### config.mk
export PLATFORM = sky130hd
export DESIGN_NAME = reg_code_map_flat
export DESIGN_NICKNAME = d
export VERILOG_FILES = /design/src/verilog/cpu_regs_pkg.sv /design/src/verilog/reg_port_if.sv /design/src/verilog/reg_code_map.sv /design/src/flat_wrapper.sv
export VERILOG_INCLUDE_DIRS = /design/src /design/src/include
export SDC_FILE = /design/constraint.sdc
export NUM_CORES = 1
export LEC_CHECK = 0
export ABC_AREA = 1
export BUFFER_PORTS_ARGS = -buffer_cell sky130_fd_sc_hd__buf_2
export CORE_MARGIN = 4
export CORE_UTILIZATION = 35
export CTS_BUF_LIST = sky130_fd_sc_hd__clkbuf_4 sky130_fd_sc_hd__clkbuf_8
export DETAILED_ROUTE_END_ITERATION = 10
export GPL_TIMING_DRIVEN = 0
export PLACE_DENSITY = 0.76
export SLEW_MARGIN = 20
export SYNTH_ARGS = -nofsm -noshare
export SYNTH_HDL_FRONTEND = slang
export SYNTH_SLANG_ARGS = --single-unit
### constraint.sdc
create_clock -name clk -period 1.5 [get_ports clk]
set_clock_uncertainty 0.2 [all_clocks]
set_input_delay 0.15 -clock clk [delete_from_list [all_inputs] [get_ports clk]]
set_output_delay 0.15 -clock clk [all_outputs]
set_load 0.01 [all_outputs]
### src/include/cpu_regs_macros.svh
//~~~~~~~~~~~~~~~~~~~~~~~~~~~~~~~~~~~~~~~~~~~~~~~~
// Shared constants for the general-register block.
// Bank codes seen in the upper nibble of a raw
// register code, and the dump port address map.
// Include after the package import in any file that
// decodes codes or dump addresses.
//~~~~~~~~~~~~~~~~~~~~~~~~~~~~~~~~~~~~~~~~~~~~~~~~
`ifndef CPU_REGS_MACROS_SVH
`define CPU_REGS_MACROS_SVH

// bank-relative nibbles, resolved against rfp
`define REG_CUR_BANK  4'he
`define REG_PREV_BANK 4'hd

// source nibble that reads as constant zero
`define REG_ZERO_BANK 4'h4

// dump map: general bytes below the pointer base
`define DUMP_PTR_BASE 8'h40
`define DUMP_SR_BASE  8'h50

`endif

### src/verilog/cpu_regs_pkg.sv
//~~~~~~~~~~~~~~~~~~~~~~~~~~~~~~~~~~~~~~~~~~~~~~~~
// Types shared by the register mapper, the storage
// array and the interface joining them.
// Import with a wildcard in the module header.
//~~~~~~~~~~~~~~~~~~~~~~~~~~~~~~~~~~~~~~~~~~~~~~~~
`default_nettype none

package cpu_regs_pkg;

    // general register view, bank and index form the byte address
    typedef struct packed {
        logic [1:0] pad;
        logic [1:0] bank;
        logic [3:0] idx;
    } acc_code_t;

    // pointer register view, bit 7 set
    typedef struct packed {
        logic       is_ptr;
        logic [2:0] pad;
        logic [3:0] idx;
    } ptr_code_t;

    typedef union packed {
        acc_code_t acc;
        ptr_code_t ptr;
    } reg_code_t;

    // one-hot write width
    typedef struct packed {
        logic long_w;
        logic word_w;
        logic byte_w;
    } wr_width_t;

    // 1 -> two, 2 -> four, others -> one
    typedef logic [1:0] step_t;

    function automatic logic [31:0] step_bytes(input step_t s);
        case (s)
            2'd1:    return 32'd2;
            2'd2:    return 32'd4;
            default: return 32'd1;
        endcase
    endfunction

endpackage

`default_nettype wire

### src/verilog/reg_port_if.sv
//~~~~~~~~~~~~~~~~~~~~~~~~~~~~~~~~~~~~~~~~~~~~~~~~
// Physical register codes and the current bank
// pointer, passed from the code mapper to the
// storage array. Combinational, valid every cycle.
//~~~~~~~~~~~~~~~~~~~~~~~~~~~~~~~~~~~~~~~~~~~~~~~~
`timescale 1ns/10ps
`default_nettype none

interface reg_port_if import cpu_regs_pkg::*; ();

    reg_code_t  src_code;
    reg_code_t  aux_code;
    reg_code_t  dst_code;
    logic [1:0] rfp;

    modport map (
        output src_code,
        output aux_code,
        output dst_code,
        output rfp
    );

    modport array (
        input src_code,
        input aux_code,
        input dst_code,
        input rfp
    );

endinterface

`default_nettype wire

### src/verilog/reg_code_map.sv
//~~~~~~~~~~~~~~~~~~~~~~~~~~~~~~~~~~~~~~~~~~~~~~~~
// Register file pointer and code translation.
// Holds rfp and turns bank-relative codes on the
// source, aux and destination paths into physical
// codes for the storage array.
//~~~~~~~~~~~~~~~~~~~~~~~~~~~~~~~~~~~~~~~~~~~~~~~~
`timescale 1ns/10ps
`default_nettype none

`include "cpu_regs_macros.svh"

module reg_code_map import cpu_regs_pkg::*; (
    input  logic       clk,
    input  logic       rst,
    input  logic       cen,
    input  logic       inc_rfp,
    input  logic       dec_rfp,
    input  logic       rfp_we,
    input  logic [1:0] imm,
    input  logic       idx_en,
    input  reg_code_t  src,
    input  reg_code_t  dst,
    input  reg_code_t  idx_rdreg_sel,
    input  reg_code_t  idx_rdreg_aux,
    reg_port_if.map    port
);

    logic [1:0] rfp_q;
    reg_code_t  src_raw;
    reg_code_t  dst_raw;
    reg_code_t  aux_map;

    // replace current/previous bank nibble by a physical bank
    function automatic reg_code_t map_code(input logic [1:0] bank, input reg_code_t raw);
        reg_code_t  mapped;
        logic [3:0] hi;
        hi     = {raw.acc.pad, raw.acc.bank};
        mapped = raw;
        if (hi == `REG_CUR_BANK) begin
            mapped.acc.pad  = 2'b00;
            mapped.acc.bank = bank;
        end else if (hi == `REG_PREV_BANK) begin
            mapped.acc.pad  = 2'b00;
            mapped.acc.bank = bank - 2'd1;
        end
        return mapped;
    endfunction

    // load beats decrement beats increment
    always_ff @(posedge clk or posedge rst) begin
        if (rst) begin
            rfp_q <= 2'd0;
        end else if (cen) begin
            if (rfp_we) begin
                rfp_q <= imm;
            end else if (dec_rfp) begin
                rfp_q <= rfp_q - 2'd1;
            end else if (inc_rfp) begin
                rfp_q <= rfp_q + 2'd1;
            end
        end
    end

    // index mode takes both codes from the addresser
    always_comb begin
        src_raw = idx_en ? idx_rdreg_sel : src;
        dst_raw = idx_en ? idx_rdreg_aux : dst;
        aux_map = map_code(rfp_q, idx_rdreg_sel);
        // second index register of a pair
        aux_map.ptr.idx[2] = 1'b0;
    end

    assign port.src_code = map_code(rfp_q, src_raw);
    assign port.dst_code = map_code(rfp_q, dst_raw);
    assign port.aux_code = aux_map;
    assign port.rfp      = rfp_q;

endmodule

`default_nettype wire

### src/flat_wrapper.sv
// flat-port wrapper written by rule: the top's interface ports become plain ports
module reg_code_map_flat import cpu_regs_pkg::*;
  (clk, rst, cen, inc_rfp, dec_rfp, rfp_we, imm, idx_en, src, dst, idx_rdreg_sel, idx_rdreg_aux, port_src_code, port_aux_code, port_dst_code, port_rfp);
  reg_port_if port_i ();
  input  logic clk;
  input  logic rst;
  input  logic cen;
  input  logic inc_rfp;
  input  logic dec_rfp;
  input  logic rfp_we;
  input  logic [1:0] imm;
  input  logic idx_en;
  input  reg_code_t src;
  input  reg_code_t dst;
  input  reg_code_t idx_rdreg_sel;
  input  reg_code_t idx_rdreg_aux;
  output wire logic [$bits(port_i.src_code)-1:0] port_src_code;
  output wire logic [$bits(port_i.aux_code)-1:0] port_aux_code;
  output wire logic [$bits(port_i.dst_code)-1:0] port_dst_code;
  output wire logic [$bits(port_i.rfp)-1:0] port_rfp;
  assign port_src_code = port_i.src_code;
  assign port_aux_code = port_i.aux_code;
  assign port_dst_code = port_i.dst_code;
  assign port_rfp = port_i.rfp;
  reg_code_map u_core (.clk(clk), .rst(rst), .cen(cen), .inc_rfp(inc_rfp), .dec_rfp(dec_rfp), .rfp_we(rfp_we), .imm(imm), .idx_en(idx_en), .src(src), .dst(dst), .idx_rdreg_sel(idx_rdreg_sel), .idx_rdreg_aux(idx_rdreg_aux), .port(port_i));
endmodule
==> run summary, run 1 <==
layout cells sized above 1: 51.15%
H-tree levels: 1
Max VDD drop: 0.4756 mV
Crit Path Max Fanout: 5
run status: complete, but fails checks
final slew viol count: 0
final hold violations: 0
Crit path largest cell delay: 0.41 ns
vias in the first global route: 980
I/O pin count: 67
Iter 0 DRT Violations: 18
reg2reg start: u_core.port.rfp[1]
clock-pin slew on the worst setup and hold paths: 0.03 ns
M2 GR Usage: 32.27%
Avg Cell Area, Syn: 5.304 um^2
Critical Path RT: 1.15 ns
cell with the most instances on the worst path: nor2_1
Yosys cell types: 23
post-DR wirelength/cell: 10.18 um
synthesized netlist net count: 183
clk buf depth: 2
r2r setup slk: 0.20 ns
Seq pwr share: 11.6%
dpl ws: -0.03418 ns
Levels on crit path: 6
I/O Buffers: 64
via count: 1079
routing usage on met1: 20.84%
GP Congestion: 0.6704
register area share after synthesis: 6.645%
placement row count: 16
Die Height: 54.39 um
WP buf/inv: 3
final WL: 2485 um
Setup-failing EPs final: 3
unrepaired setup endpoints after global routing: true
Synth Cell Area: 753.2 um^2
cells on worst reg2reg path: 7
HPWL Detailed: 1945 um
CTS tree: yes
Worst Setup End Kind: primary output
crit path capture: port_dst_code[5]
Pwr Density: 535.5 nW/um^2
Most Crowded Layer GR: met2
CTS Buf Count: 3
Power Internal: 0.0003590 W
largest net degree at the start of global routing: 11
post-route antenna net violation count: 0
DRC viols: 0
family with the most delay on the worst path: flip-flops
Clk Latency, worst-skew pair: 0.24 ns
Final #Nets: 260
CP Cell Sequence: inv_2 > buf_4 > nor2_1 > nor2_1 > nor2_1 > buf_2
first-pass GRT wire length: 3912 um
data arrival time of the critical path: 1.27 ns
NetSw: 0.0002977 W
fin worst setup slack: -0.1240 ns
die area: 2958 um^2
launch point of the critical path: u_core.port.rfp[1]
GR Layer Usage met3: 2.180%
Clk pwr share: 20.1%
failing checks: setup timing
Setup CP Type: reg -> out
Starting Density: 37.62%
Highest Clock Rate: 0.6158 GHz
CTS root buf: clkbuf_4
cell leakage power: 0.7816 nW
TritonCTS Sinks: 2
area grow syn2layout: 62.79%
max-cap check violation count: 0
hold crit path type: in -> reg
antenna violations before repair: 0
FILL cells: 233
n_diodes: 0
drt first pass iters: 4
Startpoint Class: flop
Comb pwr share: 68.3%
Crit-path slowest cell: dfrtp_1
Critical R2R Capture: u_core.port.rfp[1]
Vias per Instance: 4.422
Core Region: 2002 um^2
synthesis-stage register bit count: 2
Congestion Overflow GR: 0
Hold Crit Depth: 3
sw frac: 45.33%
min cycle time layout: 1.624 ns
number of flip-flops in the largest register: 2
final setup TNS: -0.3197 ns
Die X: 54.39 um
Synth Instances: 142
Overall Global Routing Usage: 17.67%
fin crit share: 108.3%
Synth Warn #: 0
[how the worst min path moves through the flow]
stage                 from                 end  slack (ns)
finish              imm[0]  u_core.port.rfp[0]        0.01
global route        imm[0]  u_core.port.rfp[0]        0.05
CTS                 imm[0]  u_core.port.rfp[0]        0.01
detailed placement     rst  u_core.port.rfp[0]       -0.20
global placement       rst  u_core.port.rfp[0]       -0.20
floorplan              rst  u_core.port.rfp[0]       -0.31
[through the flow]
stage	util (%)	total power, W	hold WS [ns]	cells	cell area [um^2]
global placement	55.31	0.0004428	-0.1991	233	1107
detailed placement	55.31	0.0004470	-0.1952	233	1107
finish	61.25	0.0006567	0.01372	244	1226
global route	61.25	0.0007147	0.04853	244	1226
CTS	60.25	0.0006442	0.01479	243	1206
floorplan	-	0.0003028	-0.3088	142	753.2
[power by group through the flow]
stage	sequential (W)	clock (W)	combinational (W)
detailed placement	0.0000772	0	0.000370
CTS	0.0000757	0.000138	0.000430
finish	0.0000762	0.000132	0.000449
floorplan	0.0000782	0	0.000225
global placement	0.0000778	0	0.000365
global route	0.0000776	0.000139	0.000499
[synth_stat cells (all sizes together)]
master	n	area (um^2)
a21oi	2	10.01
buf	7	72.57
conb	1	3.750
dfrtp	2	50.05
inv	21	83.83
nand2	70	335.3
nand3	7	35.03
nand4	2	12.51
nor2	17	73.82
nor3	2	15.01
nor3b	2	15.01
nor4	1	6.260
o21ai	8	40.04
[per-layer routing]
| layer | vias to the layer above | part of all wire, % |
|---|---|---|
| met3 | 3 | 10 |
| met1 | 449 | 42 |
| li1 | 577 | - |
| met5 | - | 0 |
| met2 | 50 | 47 |
| met4 | 0 | 1.2 |
[tightest hold or removal path, stage by stage]
cell	delay, ns
buf_2	0.07
a21oi_1	0.04
o21ai_0	0.14
[layout by cell type (no fill, tap or decap), types with 2 or more instances in the layout]
cell type,instances
nand3_1,5
nand2_4,9
nor2_1,15
o21ai_0,4
clkbuf_4,3
buf_2,64
o21ai_1,2
nor3b_1,2
nand4_1,2
a21oi_1,2
nand2_2,8
o21ai_2,2
inv_2,4
nand3_2,2
buf_6,2
nand2_1,53
buf_4,11
inv_1,16
[area by class of cell]
type / instances / area (um^2) / area share (%)
multi-input combinational: 112 / 579.3 / 47.24
timing repair buffer: 72 / 382.9 / 31.22
inverter: 21 / 83.83 / 6.837
buffer: 7 / 72.57 / 5.918
sequential: 2 / 51.30 / 4.184
tap: 27 / 33.78 / 2.755
clock buffer: 3 / 22.52 / 1.837
[logic make-up after synthesis]
kind of cell	share of synthesized area [%]
DFF	6.645
buffers and inverters	20.76
and+or+nand+nor	65.45
other	0.4979
AOI/OAI and AO/OA	6.645
[what timing repair did]
| action | 4_1_cts | 5_1_grt |
|---|---|---|
| hold buffers | 1 | 0 |
| hold endpoints to repair | 2 | 0 |
| endpoints found under the setup margin | 6 | 5 |
| pin swaps | 4 | 2 |
| buffers inserted | 6 | 1 |
| resized for setup | 8 | 3 |
| cloned | 0 | 0 |
No activity file was read; power rests on OpenSTA's default activity.
==> run 2: changes to the inputs <==
- RECOVER_POWER: unset -> 25
==> run 2 against run 1 <==
The flow still finishes with violations (setup timing); critical path depth did not move; final cell count unchanged; count of clock-buffer cells in the layout unchanged; wire length increased by 0.32%; via count is the same; die area is the same; register-to-register slack hardly changed; combinational power is essentially flat; first-iteration DRC count increased by 5.6%; core utilization fell by 0.25 points; hold slack barely moved.
==> run summary, run 2 (synthesis results as in run 1) <==
run status: complete, but fails checks
failing checks: setup timing
Overall Global Routing Usage: 17.67%
DRC viols: 0
layout cells sized above 1: 49.31%
Starting Density: 37.62%
area grow syn2layout: 62.13%
final WL: 2493 um
largest net degree at the start of global routing: 11
Setup CP Type: reg -> out
H-tree levels: 1
Cells after DPL: 233
clock-pin slew on the worst setup and hold paths: 0.03 ns
first-pass GRT wire length: 3912 um
Critical Path RT: 1.15 ns
cells on worst reg2reg path: 7
clk buf depth: 2
Max VDD drop: 0.4756 mV
I/O pin count: 67
max-cap check violation count: 0
hold crit path type: in -> reg
r2r setup slk: 0.20 ns
fin cells: 244
Setup-failing EPs final: 3
Startpoint Class: flop
fin crit share: 108.3%
vias in the first global route: 980
Iter 0 DRT Violations: 19
GP Congestion: 0.6704
HPWL Detailed: 1945 um
post-DR wirelength/cell: 10.22 um
final setup TNS: -0.3182 ns
commonest non-fill, non-tap cells in the layout: buf_2, nand2_1, inv_1
final total power: 0.0006554 W
most common cell after layout, fill and taps aside: buf_2
launch point of the critical path: u_core.port.rfp[1]
fin worst setup slack: -0.1243 ns
Crit Path Max Fanout: 5
FILL cells: 237
CTS Buf Count: 3
Die X: 54.39 um
post-route antenna net violation count: 0
Congestion Overflow GR: 0
crit path capture: port_dst_code[5]
unrepaired setup endpoints after global routing: true
number of flip-flops in the largest register: 2
Vias per Instance: 4.422
Critical R2R Capture: u_core.port.rfp[1]
CTS tree: yes
antenna violations before repair: 0
reg2reg start: u_core.port.rfp[1]
Worst Setup End Kind: primary output
data arrival time of the critical path: 1.27 ns
via count: 1079
die area: 2958 um^2
n_diodes: 0
Final #Nets: 260
TritonCTS Sinks: 2
Clk Latency, worst-skew pair: 0.24 ns
cell leakage power: 0.7703 nW
final slew viol count: 0
min cycle time layout: 1.624 ns
final hold violations: 0
placement row count: 16
Die Height: 54.39 um
I/O Buffers: 64
Core Region: 2002 um^2
CTS root buf: clkbuf_4
Highest Clock Rate: 0.6156 GHz
drt first pass iters: 4
Pwr Density: 536.7 nW/um^2
run 2: cell count changes in the layout (fill, tap and decap cells not counted), sizes merged:
cell	previous run	this run
clkbuf	3	7
buf	78	74
run 2: worst min path at each step:
| stage | from | endpoint | cells past startpoint |
|---|---|---|---|
| 3_3_place_gp | rst | u_core.port.rfp[0] | 2 |
| 5_1_grt | imm[0] | u_core.port.rfp[0] | 3 |
| 4_1_cts | imm[0] | u_core.port.rfp[0] | 3 |
| 2_1_floorplan | rst | u_core.port.rfp[0] | 1 |
| 6_report | imm[0] | u_core.port.rfp[0] | 3 |
| 3_5_place_dp | rst | u_core.port.rfp[0] | 2 |
run 2: critical path, cell delays in order, from the launching register on:
cell	delay (ns)
dfrtp_1	0.41
inv_2	0.08
buf_4	0.14
nor2_1	0.11
nor2_1	0.06
nor2_1	0.10
buf_2	0.13
run 2: final cells by class:
cell class | instances | area [um^2] | area share, %
tap | 27 | 33.78 | 2.766
timing repair buffer | 72 | 377.9 | 30.94
sequential | 2 | 51.30 | 4.201
inverter | 21 | 83.83 | 6.865
multi-input combinational | 112 | 579.3 | 47.44
clock buffer | 3 | 22.52 | 1.844
buffer | 7 | 72.57 | 5.943
run 2: per-stage QoR:
stage	util, %	hold WS [ns]	worst slack [ns]	cell area (um^2)
final	61.00	0.01369	-0.1243	1221
after global routing	61.00	0.04853	-0.2030	1221
after CTS	60.25	0.01479	-0.1095	1206
after detailed placement	55.31	-0.1952	-0.03418	1107
after global placement	55.31	-0.1991	-0.03608	1107
after floorplan	-	-0.3088	0.1180	753.2
run 2: repair_timing:
action,4_1_cts,5_1_grt
endpoints found under the hold margin,2,0
hold buffers,1,0
buffers inserted,6,1
resized for setup,8,3
pin swaps,4,2
endpoints found under the setup margin,6,5
run 2: power breakdown:
group	internal [W]	switching, W
Clock	0.0000892	0.0000425
Sequential	0.0000634	0.0000127
Combinational	0.000205	0.000243
Total	0.000357	0.000298
run 2: layer usage:
layer / GRT usage (%) / vias to the layer above / share of wire (%)
met5: 0 / - / 0
met4: 6.224 / 0 / 1.2
li1: - / 577 / -
met2: 32.27 / 47 / 47
met1: 20.84 / 452 / 42
met3: 2.180 / 3 / 10
